[config.mk]
export PLATFORM = sky130hd
export DESIGN_NAME = instFetch
export DESIGN_NICKNAME = d
export VERILOG_FILES = /design/src/memPkg.sv /design/src/instFetch.sv
export SDC_FILE = /design/constraint.sdc
export NUM_CORES = 1
export LEC_CHECK = 0
export ABC_AREA = 1
export BUFFER_PORTS_ARGS = -buffer_cell sky130_fd_sc_hd__buf_2
export CORE_MARGIN = 8
export CORE_UTILIZATION = 46
export CTS_BUF_LIST = sky130_fd_sc_hd__clkbuf_4 sky130_fd_sc_hd__clkbuf_8 sky130_fd_sc_hd__clkbuf_16
export DETAILED_ROUTE_END_ITERATION = 7
export GPL_ROUTABILITY_DRIVEN = 0
export PLACE_DENSITY = 0.9
export SLEW_MARGIN = 20
export SYNTH_ARGS = -nofsm -noshare
export SYNTH_HDL_FRONTEND = slang
export SYNTH_SLANG_ARGS = --single-unit
[constraint.sdc]
create_clock -name clk -period 3.8 [get_ports clk]
set_input_delay 0.38 -clock clk [delete_from_list [all_inputs] [get_ports clk]]
set_output_delay 0.38 -clock clk [all_outputs]
set_load 0.01 [all_outputs]
[src/memPkg.sv]
package memPkg;

    typedef logic [31:0] addrT;
    typedef logic [31:0] wordT;
    typedef logic [7:0]  byteT;

    // value is the byte count
    typedef enum logic [2:0] {
        lenByte = 3'd1,
        lenHalf = 3'd2,
        lenWord = 3'd4
    } accLenE;

    typedef enum logic {
        accLoad  = 1'b0,
        accStore = 1'b1
    } accDirE;

    // load/store request from the data side
    typedef struct packed {
        accDirE dir;
        accLenE len;
        addrT   addr;
        wordT   wdata;
    } dataReqT;

    // one fetched instruction and where it came from
    typedef struct packed {
        addrT pc;
        wordT inst;
    } fetchEntryT;

    localparam addrT pcStep = 32'd4;

endpackage

[src/instFetch.sv]
module instFetch #(
    parameter memPkg::addrT resetPc    = '0,
    parameter int           queueDepth = 4
) (
    input  logic                        clk,
    input  logic                        rst,

    input  logic                        redirect,
    input  memPkg::addrT                redirectPc,

    output logic                        fetchEn,
    output memPkg::addrT                fetchAddr,
    input  logic                        fetchDone,
    input  memPkg::wordT                fetchInst,

    output logic                        pushEn,
    output memPkg::fetchEntryT          pushEntry,
    output logic                        flush,
    input  logic [$clog2(queueDepth):0] queueFree
);
    import memPkg::*;

    localparam int freeWidth = $clog2(queueDepth) + 1;

    addrT                 pc;
    logic [freeWidth-1:0] inFlight;

    // a word finishing this cycle takes a slot the count does not show yet
    assign inFlight = {{(freeWidth-1){1'b0}}, pushEn};

    // low for the redirect cycle so the controller drops the old fetch
    assign fetchEn   = !redirect && (queueFree > inFlight);
    assign fetchAddr = pc;

    // a word landing during a redirect belongs to the old stream
    assign pushEn = fetchDone && !redirect;
    assign flush  = redirect;

    always_comb begin
        pushEntry.pc   = pc;
        pushEntry.inst = fetchInst;
    end

    always_ff @(posedge clk) begin
        if (rst) begin
            pc <= resetPc;
        end else if (redirect) begin
            pc <= redirectPc;
        end else if (pushEn) begin
            pc <= pc + pcStep;
        end
    end

endmodule

Yosys cells after proc, flatten, opt, wreduce, memory -nomap -nowiden
Index checks and enable logic that the tools add are counted.
Storage, ports and cells
  register bits after elaboration: 32
  input bits: 71
Cells by class
  add/subtract/negate cells: 1
  $lt $le $gt $ge: 1
  multiplexer cells: 2
  reduce and logical (&&, ||, !) cells: 4
Operator list (number)
  $mux 32: 2
  $add 32x3->32 const B: 1
  $gt 3x1->1: 1
  $logic_and 1x1->1: 2
  $reduce_bool 2->1: 1
  $logic_not 1->1: 1

Logic depth before layout (Yosys ltp)
Gate-level depths: netlist of run 1.
  word-level depth: 4
  mapped depth: 10
  mapped depth without buffers: 10

Least setup slack after synthesis of run 1
No wires, ideal clock.
  kind: input port to output port
  start point: in redirect
  end point: out fetchEn
  arrival time: 1.541 ns
  required time: 3.420 ns
  setup slack: 1.879 ns
  stages on the path: 6
  path through: buf_2 nor2_2 buf_2 ha_1 nor2_1 o31a_1
Between the ends
  cells in the longest elaborated chain, start to end: 4
Ends and longest elaborated chain
  from (decl): RTL line instFetch.sv:8  | input logic redirect,
  $logic_not 1->1: RTL line instFetch.sv:36  | assign pushEn = fetchDone && !redirect;
  $logic_and 1x1->1: RTL line instFetch.sv:36
  via pushEn: RTL line instFetch.sv:16  | output logic pushEn,
  $gt 3x1->1: RTL line instFetch.sv:32  | assign fetchEn = !redirect && (queueFree > inFlight);
  $logic_and 1x1->1: RTL line instFetch.sv:32
  to (decl): RTL line instFetch.sv:11  | output logic fetchEn,
The timed path passes the listed nets, and every way through them passes these cells.

Worst setup path in the final report of run 1
  start point: in redirect
  end point: out fetchEn
Between the ends
  cells in the longest elaborated chain, start to end: 4
Ends and longest elaborated chain (RTL line)
  $logic_not 1->1 (*): instFetch.sv:32, instFetch.sv:36
  $logic_and 1x1->1: instFetch.sv:36
  $gt 3x1->1: instFetch.sv:32
  $logic_and 1x1->1 (*): instFetch.sv:32
Every way passes the cells marked *; elsewhere a longest branch is shown, timed or not.

==> metrics.txt, run 1 <==
# TYPE chip_impl_metric gauge
chip_impl_metric{name="post_drt_via_cell_ratio",unit=""} 5.046
chip_impl_metric{name="crit_path_max_fanout",unit=""} 34
chip_impl_metric{name="dieHeight",unit="um"} 91.44
chip_impl_metric{name="routedWlPerCell",unit="um"} 13.48
chip_impl_metric{name="power.ir.vdd_worst",unit="mV"} 0.2060
chip_impl_info{name="timing.setup.critical_path_class",value="in -> out"} 1
chip_impl_metric{name="cts_htree_levels",unit=""} 2
chip_impl_metric{name="ys_seq_elements",unit=""} 32
chip_impl_metric{name="max_slew_margin",unit="%"} 29.85
chip_impl_metric{name="insertedDiodeCount",unit=""} 0
chip_impl_metric{name="cp_data_arrival_time",unit="ns"} 1.90
chip_impl_metric{name="clkLatencyLatePin",unit="ns"} 0.29
chip_impl_metric{name="synthesis_warnings",unit=""} 0
chip_impl_metric{name="netlist_instances",unit=""} 392
chip_impl_metric{name="grt_antenna_before_repair",unit=""} 0
chip_impl_metric{name="max_cap_viol_count",unit=""} 0
chip_impl_metric{name="core",unit="mm2"} 0.005507
chip_impl_metric{name="critPathRequiredTime",unit="ns"} 3.42
chip_impl_metric{name="hpwlAfterDp",unit="um"} 5283
chip_impl_metric{name="clkTransAtPathRegs",unit="ns"} 0.06
chip_impl_metric{name="actual_transition_at_the_worst_max_transition_pin",unit="ns"} 1.051
chip_impl_metric{name="fillerInstances",unit=""} 560
chip_impl_metric{name="grt_start_max_net_pins",unit=""} 35
chip_impl_metric{name="fin_setup_tns",unit="ns"} 0
chip_impl_metric{name="yosysSeqAreaShare",unit="%"} 24.47
chip_impl_metric{name="syn_area",unit="mm2"} 0.002618
chip_impl_metric{name="finalNetCount",unit=""} 502
chip_impl_metric{name="cts-buffers-inserted",unit=""} 5
chip_impl_metric{name="power.leakage",unit="nW"} 1.349
chip_impl_metric{name="grt_remaining_overflow",unit=""} 0
chip_impl_metric{name="start_util",unit="%"} 47.53
chip_impl_metric{name="cts.sinks",unit=""} 32
chip_impl_metric{name="num_io_pins",unit=""} 170
chip_impl_info{name="status",value="finished clean"} 1
chip_impl_info{name="unrepaired_setup_endpoints_after_global_routing",value="no"} 1
chip_impl_metric{name="floorplan.die_area",unit="mm2"} 0.008360
chip_impl_metric{name="fin_skew",unit="ns"} 0.006160
chip_impl_metric{name="die_w",unit="um"} 91.44
chip_impl_info{name="worstHoldPathType",value="in -> reg"} 1
chip_impl_metric{name="drive_gt1_share",unit="%"} 31.70
chip_impl_metric{name="post_synth.cell_area_avg",unit="um2"} 6.677
chip_impl_metric{name="global_route.usage.total",unit="%"} 16.29
chip_impl_metric{name="slew_violations",unit=""} 0
chip_impl_metric{name="remaining_drc_errors",unit=""} 0
chip_impl_metric{name="largest_buffer_count_on_any_clock_path",unit=""} 2
chip_impl_metric{name="cts_setup_buffers",unit=""} 0
chip_impl_metric{name="cts-resized-gates",unit=""} 0
chip_impl_metric{name="grt_first_pass_wirelength",unit="um"} 11630
chip_impl_info{name="tritoncts",value="done"} 1
chip_impl_metric{name="drt-pass1-iter-count",unit=""} 4
chip_impl_metric{name="drt-total-wl",unit="um"} 6755
chip_impl_metric{name="standard_cell_row_count",unit=""} 27
chip_impl_metric{name="period_share",unit="%"} 59.97
chip_impl_info{name="critPathLaunchType",value="primary input"} 1
chip_impl_metric{name="vias_in_the_first_global_route",unit=""} 2578
chip_impl_metric{name="ys_types",unit=""} 23
chip_impl_metric{name="cts.hold.buffers_added",unit=""} 0
chip_impl_metric{name="via_count",unit=""} 2528
chip_impl_info{name="cts_root_buf",value="sky130_fd_sc_hd__clkbuf_8"} 1
chip_impl_info{name="critPathCaptureType",value="output pin"} 1
chip_impl_metric{name="power_per_cell_area",unit="mW/mm2"} 288.3
chip_impl_metric{name="report.final.hold_viol_count",unit=""} 0
chip_impl_metric{name="port_buffers",unit=""} 105
chip_impl_metric{name="holdWs",unit="ns"} 0.3231
chip_impl_metric{name="largest_register_ffs",unit=""} 32
chip_impl_metric{name="initialDrtViolationCount",unit=""} 258
chip_impl_metric{name="synthToLayoutAreaGrowth",unit="%"} 6.453
chip_impl_metric{name="synthesis.nets",unit=""} 465
chip_impl_metric{name="drt.antenna.violating_nets",unit=""} 0
chip_impl_metric{name="fin_crit",unit="ns"} 2.279
chip_impl_metric{name="setup_viol",unit=""} 0
chip_impl_metric{name="max_freq",unit="GHz"} 0.4389
==> power breakdown <==
group | switching, W | internal, W
Sequential | 0.0000329 | 0.000356
Combinational | 0.0000884 | 0.0000707
Clock | 0.000124 | 0.000131
Total | 0.000245 | 0.000558
==> Yosys cell counts (all sizes together) <==
master | number | area (um2)
a21oi | 25 | 125.1
a22oi | 23 | 172.7
a31oi | 4 | 25.02
and2 | 2 | 12.51
buf | 70 | 513.0
clkbuf | 6 | 22.52
dfxtp | 32 | 640.6
ha | 2 | 25.02
inv | 27 | 101.3
nand2 | 115 | 456.7
nand3 | 14 | 70.07
nand3b | 4 | 30.03
nor2 | 47 | 261.5
o21ai | 6 | 30.03
o31a | 1 | 8.760
xnor2 | 4 | 35.03
xor2 | 10 | 87.58
==> path summary, 6_finish.rpt <==
check | from | end | slack (ns) | cells after the start
worst max-delay path | redirect | fetchEn | 1.52 | 7
worst max register to register | fetchAddr[2] | fetchAddr[16] | 2.21 | 8
worst min register to register | fetchAddr[1] | fetchAddr[1] | 0.55 | 2
worst min-delay path | redirectPc[1] | fetchAddr[1] | 0.32 | 3
==> metal layers <==
layer	up-vias	share of wire (%)	track usage [%]
met5	-	0	0
met4	0	1.2	5.593
met3	8	8.7	6.502
met2	136	46	26.23
met1	1120	44	19.12
li1	1264	-	-
==> per-stage QoR <==
step	util [%]	total power (W)	cell area, um2	cells	worst slack, ns
after global placement	49.13	0.0005537	2705	494	1.563
after floorplan	-	0.0005408	2618	392	1.879
after CTS	50.60	0.0008110	2786	501	1.531
after global routing	50.60	0.0008514	2786	501	1.425
after detailed placement	49.13	0.0005576	2705	494	1.527
final	50.60	0.0008034	2786	501	1.521
==> critical path, cell delays in order <==
cell	delay (ns)
sky130_fd_sc_hd__buf_2	0.48
sky130_fd_sc_hd__nor2_2	0.08
sky130_fd_sc_hd__buf_4	0.25
sky130_fd_sc_hd__ha_1	0.30
sky130_fd_sc_hd__nor2_1	0.04
sky130_fd_sc_hd__o31a_1	0.22
sky130_fd_sc_hd__buf_2	0.14
==> kinds of logic after synthesis <==
group                      share of synthesized area, %
DFF                                               24.47
xor gates and xnor gates                          4.684
adders and majority gates                        0.9559
AOI/OAI and AO/OA                                 13.81
buffers and inverters                             24.33
and+or+nand+nor                                   31.74
==> layout make-up <==
class / instances / area [um2] / area share (%)
multi-input cells: 257 / 1340 / 48.09
flip-flops and latches: 32 / 640.6 / 22.99
repair buffers: 106 / 533.0 / 19.13
inverters: 27 / 101.3 / 3.637
well taps: 72 / 90.09 / 3.233
clock buffers: 6 / 76.32 / 2.739
clock inverters: 1 / 5.005 / 0.1796
==> layout by cell type, fill, tap and decap left out, drive strengths merged <==
cell type	Yosys	final
o21ai	6	6
a22oi	23	23
nand3	14	14
o31a	1	1
a31oi	4	4
dfxtp	32	32
buf	70	106
and2	2	2
nor2	47	47
clkinv	0	1
inv	27	27
a21oi	25	25
nand2	115	115
xnor2	4	4
nand3b	4	4
ha	2	2
clkbuf	6	6
xor2	10	10
Note: power is estimated with default switching activity, not from simulation.
==> inputs of run 2 (changes only) <==
- CORE_UTILIZATION: 46 -> 43
- PLACE_DENSITY: 0.9 -> 0.85
- clock period: 3.8 -> 2.1 ns (I/O delays scaled with it)
==> run 2 against run 1 <==
Against the previous run:
- sequential share of layout area is 0.29 points lower
- clock skew is 0.0040 ns lower
- critical path depth is 1 higher
- worst hold slack worse by 0.17 ns
- routed wire length is 7.3% higher
- global-route usage is 0.16 points higher
- clock-buffer cell count is 2 higher
- critical path type is now reg -> reg
- critical endpoint is now fetchAddr[16]
==> metrics.txt, run 2 (same netlist as run 1, synthesis figures left out) <==
# TYPE chip_impl_metric gauge
chip_impl_info{name="unrepaired_setup_endpoints_after_global_routing",value="no"} 1
chip_impl_metric{name="fin_setup_tns",unit="ns"} 0
chip_impl_metric{name="cts_htree_levels",unit=""} 2
chip_impl_metric{name="clkLatencyLatePin",unit="ns"} 0.29
chip_impl_metric{name="grt_antenna_before_repair",unit=""} 0
chip_impl_metric{name="reg2reg_setup_slack",unit="ns"} 0.51
chip_impl_info{name="tritoncts",value="done"} 1
chip_impl_metric{name="cts.hold.buffers_added",unit=""} 0
chip_impl_metric{name="period_share",unit="%"} 75.64
chip_impl_metric{name="fin_skew",unit="ns"} 0.002123
chip_impl_metric{name="insertedDiodeCount",unit=""} 0
chip_impl_metric{name="cts-buffers-inserted",unit=""} 5
chip_impl_metric{name="r2r_cells",unit=""} 8
chip_impl_metric{name="cts_setup_buffers",unit=""} 0
chip_impl_metric{name="slew_violations",unit=""} 0
chip_impl_metric{name="power.ir.vdd_worst",unit="mV"} 0.2781
chip_impl_info{name="cts_root_buf",value="sky130_fd_sc_hd__clkbuf_8"} 1
chip_impl_metric{name="floorplan.die_area",unit="mm2"} 0.008840
chip_impl_metric{name="drt.antenna.violating_nets",unit=""} 0
chip_impl_metric{name="max_freq",unit="GHz"} 0.6296
chip_impl_metric{name="clkTransAtPathRegs",unit="ns"} 0.07
chip_impl_metric{name="cp_data_arrival_time",unit="ns"} 1.80
chip_impl_info{name="timing.rr.start",value="fetchAddr[2]"} 1
chip_impl_metric{name="dp.cells",unit=""} 499
chip_impl_info{name="most-common-layout-cells",value="sky130_fd_sc_hd__nand2_1 (109), sky130_fd_sc_hd__buf_2 (105), sky130_fd_sc_hd__dfxtp_1 (32)"} 1
chip_impl_info{name="timing.hold.worst.start",value="redirectPc[0]"} 1
chip_impl_info{name="critPathCaptureType",value="flip-flop"} 1
chip_impl_metric{name="largest_register_ffs",unit=""} 32
chip_impl_metric{name="grt_remaining_overflow",unit=""} 0
chip_impl_metric{name="dieHeight",unit="um"} 94.02
chip_impl_metric{name="critPathRequiredTime",unit="ns"} 2.32
chip_impl_info{name="critPathLaunchType",value="flip-flop"} 1
chip_impl_metric{name="standard_cell_row_count",unit=""} 28
chip_impl_metric{name="num_io_pins",unit=""} 170
chip_impl_metric{name="post_drt_via_cell_ratio",unit=""} 5.051
chip_impl_metric{name="drive_gt1_share",unit="%"} 32.18
chip_impl_metric{name="report.final.hold_viol_count",unit=""} 0
chip_impl_metric{name="layout.core_utilization",unit="%"} 47.65
chip_impl_info{name="globalRoute.busiestLayer",value="met2"} 1
chip_impl_metric{name="port_buffers",unit=""} 105
chip_impl_metric{name="routing_usage_on_met1",unit="%"} 18.32
chip_impl_metric{name="largest_buffer_count_on_any_clock_path",unit=""} 2
chip_impl_metric{name="power.leakage",unit="nW"} 1.367
chip_impl_metric{name="setup_viol",unit=""} 0
chip_impl_metric{name="vias_in_the_first_global_route",unit=""} 2604
chip_impl_metric{name="start_util",unit="%"} 44.21
chip_impl_info{name="timing.setup.critical_path_class",value="reg -> reg"} 1
chip_impl_metric{name="grt_first_pass_wirelength",unit="um"} 11920
chip_impl_metric{name="grt_start_max_net_pins",unit=""} 34
chip_impl_metric{name="routedWlPerCell",unit="um"} 14.29
chip_impl_metric{name="initialDrtViolationCount",unit=""} 205
chip_impl_info{name="hold_end",value="fetchAddr[0]"} 1
chip_impl_metric{name="core",unit="mm2"} 0.005921
chip_impl_metric{name="max_cap_viol_count",unit=""} 0
chip_impl_metric{name="crit_path_max_fanout",unit=""} 6
chip_impl_info{name="reg2reg_to",value="fetchAddr[16]"} 1
chip_impl_info{name="layout_commonest_cell",value="sky130_fd_sc_hd__nand2_1"} 1
chip_impl_metric{name="max_slew_margin",unit="%"} 65.12
chip_impl_metric{name="hpwlAfterDp",unit="um"} 5668
chip_impl_metric{name="drt-total-wl",unit="um"} 7246
chip_impl_metric{name="fin_crit",unit="ns"} 1.588
chip_impl_metric{name="global_route.usage.total",unit="%"} 16.45
chip_impl_metric{name="power_per_cell_area",unit="mW/mm2"} 541.8
chip_impl_metric{name="timing.hold.worst_path_depth",unit=""} 3
chip_impl_metric{name="remaining_drc_errors",unit=""} 0
chip_impl_metric{name="actual_transition_at_the_worst_max_transition_pin",unit="ns"} 0.5232
chip_impl_metric{name="cts.sinks",unit=""} 32
chip_impl_metric{name="cts-resized-gates",unit=""} 0
chip_impl_metric{name="stdcell_count",unit=""} 507
chip_impl_metric{name="drt-pass1-iter-count",unit=""} 4
chip_impl_info{name="status",value="finished clean"} 1
chip_impl_metric{name="finalNetCount",unit=""} 504
chip_impl_metric{name="synthToLayoutAreaGrowth",unit="%"} 7.792
chip_impl_metric{name="die_w",unit="um"} 94.02
chip_impl_metric{name="gr-usage-met3",unit="%"} 4.396
chip_impl_metric{name="groute.layer.met2.usage",unit="%"} 28.94
chip_impl_metric{name="via_count",unit=""} 2561
chip_impl_info{name="worstHoldPathType",value="in -> reg"} 1
-- run 2: cell types whose count changed in the layout (fill, tap and decap cells not counted), sizes merged --
| cell | previous run | this run |
|---|---|---|
| clkinv | 1 | 0 |
| buf | 106 | 108 |
| clkbuf | 6 | 8 |
-- run 2: layout make-up --
type                       instances  area [um2]
sequential                        32       640.6
fill                             609        3099
timing repair buffer             108       548.0
clock buffer                       8       97.59
inverter                          27       101.3
multi-input combinational        257        1340
tap                               75       93.84
-- run 2: worst max-delay path, cell delays in order, from the launching register on --
cell                      delay, ns
sky130_fd_sc_hd__dfxtp_1       0.42
sky130_fd_sc_hd__ha_1          0.20
sky130_fd_sc_hd__nand2_1       0.09
sky130_fd_sc_hd__nor2_4        0.17
sky130_fd_sc_hd__nand2_2       0.09
sky130_fd_sc_hd__nor2_2        0.18
sky130_fd_sc_hd__xor2_1        0.18
sky130_fd_sc_hd__nand2_1       0.07
sky130_fd_sc_hd__a21oi_1       0.13
-- run 2: worst max path at each step --
| stage | to | cells past startpoint | slack, ns | start |
|---|---|---|---|---|
| final | fetchAddr[16] | 8 | 0.51 | fetchAddr[2] |
| after global routing | fetchAddr[26] | 9 | 0.29 | fetchAddr[2] |
| after CTS | fetchAddr[16] | 8 | 0.50 | fetchAddr[2] |
| after detailed placement | fetchAddr[16] | 8 | 0.52 | fetchAddr[2] |
| after global placement | fetchAddr[16] | 8 | 0.62 | fetchAddr[3] |
| after floorplan | fetchEn | 6 | 0.52 | redirect |
-- run 2: stage by stage --
stage | area [um2] | hold slack [ns] | worst slack [ns] | total power, W
2_1_floorplan | 2618 | 0.3449 | 0.5188 | 0.0009786
3_3_place_gp | 2724 | 0.4201 | 0.6190 | 0.001012
3_5_place_dp | 2724 | 0.4201 | 0.5224 | 0.001019
4_1_cts | 2821 | 0.1619 | 0.5000 | 0.001541
5_1_grt | 2821 | 0.1915 | 0.2878 | 0.001607
6_report | 2821 | 0.1576 | 0.5117 | 0.001529
-- run 2: where the power goes --
part	leakage, nW	internal [W]	switching [W]
registers	0.264	0.000644	0.0000609
logic	1.05	0.000131	0.000166
clock network	0.0523	0.000293	0.000234
-- run 2: per-layer routing --
| metal | share of wire, % | up-vias |
|---|---|---|
| li1 | - | 1266 |
| met1 | 41 | 1168 |
| met2 | 49 | 115 |
| met3 | 8.4 | 12 |
| met4 | 1.7 | 0 |
| met5 | 0 | - |
==> inputs of run 3 (changes only) <==
- clock period: 2.1 -> 1.5 ns (I/O delays scaled with it)
==> run 3 against run 2 <==
Against the previous run:
- clock power grew 74%
- core utilization rose by 5.2 points
- total power up 57%
- via count grew 4.7%
- sequential share of layout area decreased by 1.8 points
- clock skew is 0.0073 ns higher
- cell area increased by 11%
- combinational power increased by 74%
- critical endpoint is now fetchAddr[15]
- largest cell class unchanged
==> metrics.txt, run 3 (same netlist as run 1, synthesis figures left out) <==
# TYPE chip_impl_metric gauge
chip_impl_metric{name="finalNetCount",unit=""} 530
chip_impl_metric{name="die_w",unit="um"} 94.02
chip_impl_metric{name="post_drt_via_cell_ratio",unit=""} 5.030
chip_impl_metric{name="dieHeight",unit="um"} 94.02
chip_impl_info{name="cp-startpoint",value="fetchAddr[11]"} 1
chip_impl_info{name="timing.critical_path.cells",value="nand2_1, nor2_1, nand2_1, nor2_4, xor2_1, nand2_1, a21oi_1"} 1
chip_impl_metric{name="grt_antenna_before_repair",unit=""} 0
chip_impl_metric{name="floorplan.die_area",unit="mm2"} 0.008840
chip_impl_info{name="unrepaired_setup_endpoints_after_global_routing",value="yes"} 1
chip_impl_metric{name="power.ir.vdd_worst",unit="mV"} 0.4243
chip_impl_info{name="layout_commonest_cell",value="sky130_fd_sc_hd__nand2_1"} 1
chip_impl_metric{name="fin_skew",unit="ns"} 0.009383
chip_impl_info{name="most-common-layout-cells",value="sky130_fd_sc_hd__nand2_1 (108), sky130_fd_sc_hd__buf_2 (105), sky130_fd_sc_hd__nor2_1 (29)"} 1
chip_impl_metric{name="cts-buffers-inserted",unit=""} 5
chip_impl_metric{name="standard_cell_row_count",unit=""} 28
chip_impl_info{name="cts_root_buf",value="sky130_fd_sc_hd__clkbuf_8"} 1
chip_impl_metric{name="fin_crit",unit="ns"} 1.435
chip_impl_metric{name="num_io_pins",unit=""} 170
chip_impl_metric{name="clkTransAtPathRegs",unit="ns"} 0.07
chip_impl_info{name="cpLargestDelayFamily",value="simple AND/OR/NAND/NOR gates"} 1
chip_impl_info{name="critPathCaptureType",value="flip-flop"} 1
chip_impl_info{name="tritoncts",value="done"} 1
chip_impl_metric{name="cp_data_arrival_time",unit="ns"} 1.65
chip_impl_metric{name="cts.sinks",unit=""} 32
chip_impl_metric{name="synthToLayoutAreaGrowth",unit="%"} 19.55
chip_impl_metric{name="port_buffers",unit=""} 105
chip_impl_metric{name="start_util",unit="%"} 44.21
chip_impl_info{name="timing.hold.worst.start",value="redirectPc[0]"} 1
chip_impl_metric{name="layout.core_utilization",unit="%"} 52.85
chip_impl_metric{name="cp_slowest_stage_delay",unit="ns"} 0.41
chip_impl_info{name="critPathLaunchType",value="flip-flop"} 1
chip_impl_info{name="worst_path_most_repeated_cell",value="sky130_fd_sc_hd__nand2_1"} 1
chip_impl_metric{name="remaining_drc_errors",unit=""} 0
chip_impl_metric{name="drt.antenna.violating_nets",unit=""} 0
chip_impl_metric{name="grt_first_pass_wirelength",unit="um"} 12320
chip_impl_metric{name="max_cap_viol_count",unit=""} 0
chip_impl_metric{name="cts_htree_levels",unit=""} 2
chip_impl_metric{name="via_count",unit=""} 2681
chip_impl_metric{name="critPathRequiredTime",unit="ns"} 1.71
chip_impl_metric{name="largest_register_ffs",unit=""} 32
chip_impl_metric{name="cts.hold.buffers_added",unit=""} 0
chip_impl_metric{name="period_share",unit="%"} 95.67
chip_impl_metric{name="largest_buffer_count_on_any_clock_path",unit=""} 2
chip_impl_metric{name="power.total",unit="W"} 0.002396
chip_impl_metric{name="report.final.hold_viol_count",unit=""} 0
chip_impl_metric{name="slew_violations",unit=""} 0
chip_impl_metric{name="dp.cells",unit=""} 520
chip_impl_metric{name="insertedDiodeCount",unit=""} 0
chip_impl_info{name="status",value="finished clean"} 1
chip_impl_metric{name="max_slew_margin",unit="%"} 79.61
chip_impl_metric{name="initialDrtViolationCount",unit=""} 243
chip_impl_info{name="cpMaxStageDelayCell",value="sky130_fd_sc_hd__dfxtp_1"} 1
chip_impl_metric{name="drive_gt1_share",unit="%"} 39.30
chip_impl_metric{name="clkLatencyLatePin",unit="ns"} 0.28
chip_impl_metric{name="setup_viol",unit=""} 0
chip_impl_info{name="timing.setup.critical_path_class",value="reg -> reg"} 1
chip_impl_metric{name="routedWlPerCell",unit="um"} 14.37
chip_impl_metric{name="hpwlAfterDp",unit="um"} 5831
chip_impl_metric{name="drt-total-wl",unit="um"} 7660
chip_impl_info{name="timing.rr.start",value="fetchAddr[11]"} 1
chip_impl_metric{name="global_route.usage.total",unit="%"} 16.78
chip_impl_metric{name="cp_num_buf_inv",unit=""} 0
chip_impl_metric{name="actual_transition_at_the_worst_max_transition_pin",unit="ns"} 0.3058
chip_impl_metric{name="vias_in_the_first_global_route",unit=""} 2719
chip_impl_metric{name="power_per_cell_area",unit="mW/mm2"} 765.8
chip_impl_info{name="worstHoldPathType",value="in -> reg"} 1
chip_impl_metric{name="max_freq",unit="GHz"} 0.6968
chip_impl_metric{name="grt_remaining_overflow",unit=""} 0
chip_impl_metric{name="drt-pass1-iter-count",unit=""} 4
chip_impl_metric{name="core",unit="mm2"} 0.005921
chip_impl_metric{name="stdcell_count",unit=""} 533
chip_impl_metric{name="power.leakage",unit="nW"} 1.544
chip_impl_metric{name="crit_path_max_fanout",unit=""} 5
chip_impl_metric{name="grt_start_max_net_pins",unit=""} 29
chip_impl_metric{name="fin_setup_tns",unit="ns"} 0
chip_impl_metric{name="holdWs",unit="ns"} 0.09124
-- run 3: timing repair --
item	4_1_cts	5_1_grt
resized for setup	1	18
endpoints found under the setup margin	3	15
pin swaps	0	8
buffers inserted	0	5
-- run 3: per-stage QoR --
step / area, um2 / setup slack [ns]
6_report: 3129 / 0.06490
3_3_place_gp: 2907 / 0.07609
4_1_cts: 3034 / 0.01873
3_5_place_dp: 2907 / -0.005928
2_1_floorplan: 2618 / 0.03881
5_1_grt: 3129 / -0.03958
-- run 3: layer usage --
metal | up-vias | track usage, % | share of wire, %
li1 | 1318 | - | -
met1 | 1236 | 19.20 | 41
met2 | 113 | 29.75 | 50
met3 | 14 | 3.997 | 7.8
met4 | 0 | 5.416 | 1.3
met5 | - | 0 | 0
-- run 3: power breakdown --
part	switching (W)	leakage (nW)	internal [W]	total (W)
Combinational	0.000277	1.21	0.000239	0.000516
Clock	0.000330	0.0645	0.000587	0.000916
Sequential	0.0000614	0.268	0.000903	0.000964
-- run 3: worst min-delay path, delay by kind of cell --
family | cells | cell delay [ns]
buffers and inverters | 1 | 0.07
and+or+nand+nor | 2 | 0.11
-- run 3: layout make-up --
cell class / instances / area, um2
Fill cell: 573 / 2791
Inverter: 27 / 101.3
Clock inverter: 1 / 30.03
Clock buffer: 7 / 96.34
Timing Repair Buffer: 134 / 768.2
Tap cell: 75 / 93.84
Multi-Input combinational cell: 257 / 1384
Sequential cell: 32 / 655.6
-- run 3: worst paths after layout --
path,slack (ns),depth (start not counted),to
worst max register to register,0.06,7,fetchAddr[15]
worst max-delay path,0.06,7,fetchAddr[15]
worst min-delay path,0.09,3,fetchAddr[0]
worst min register to register,0.56,2,fetchAddr[1]
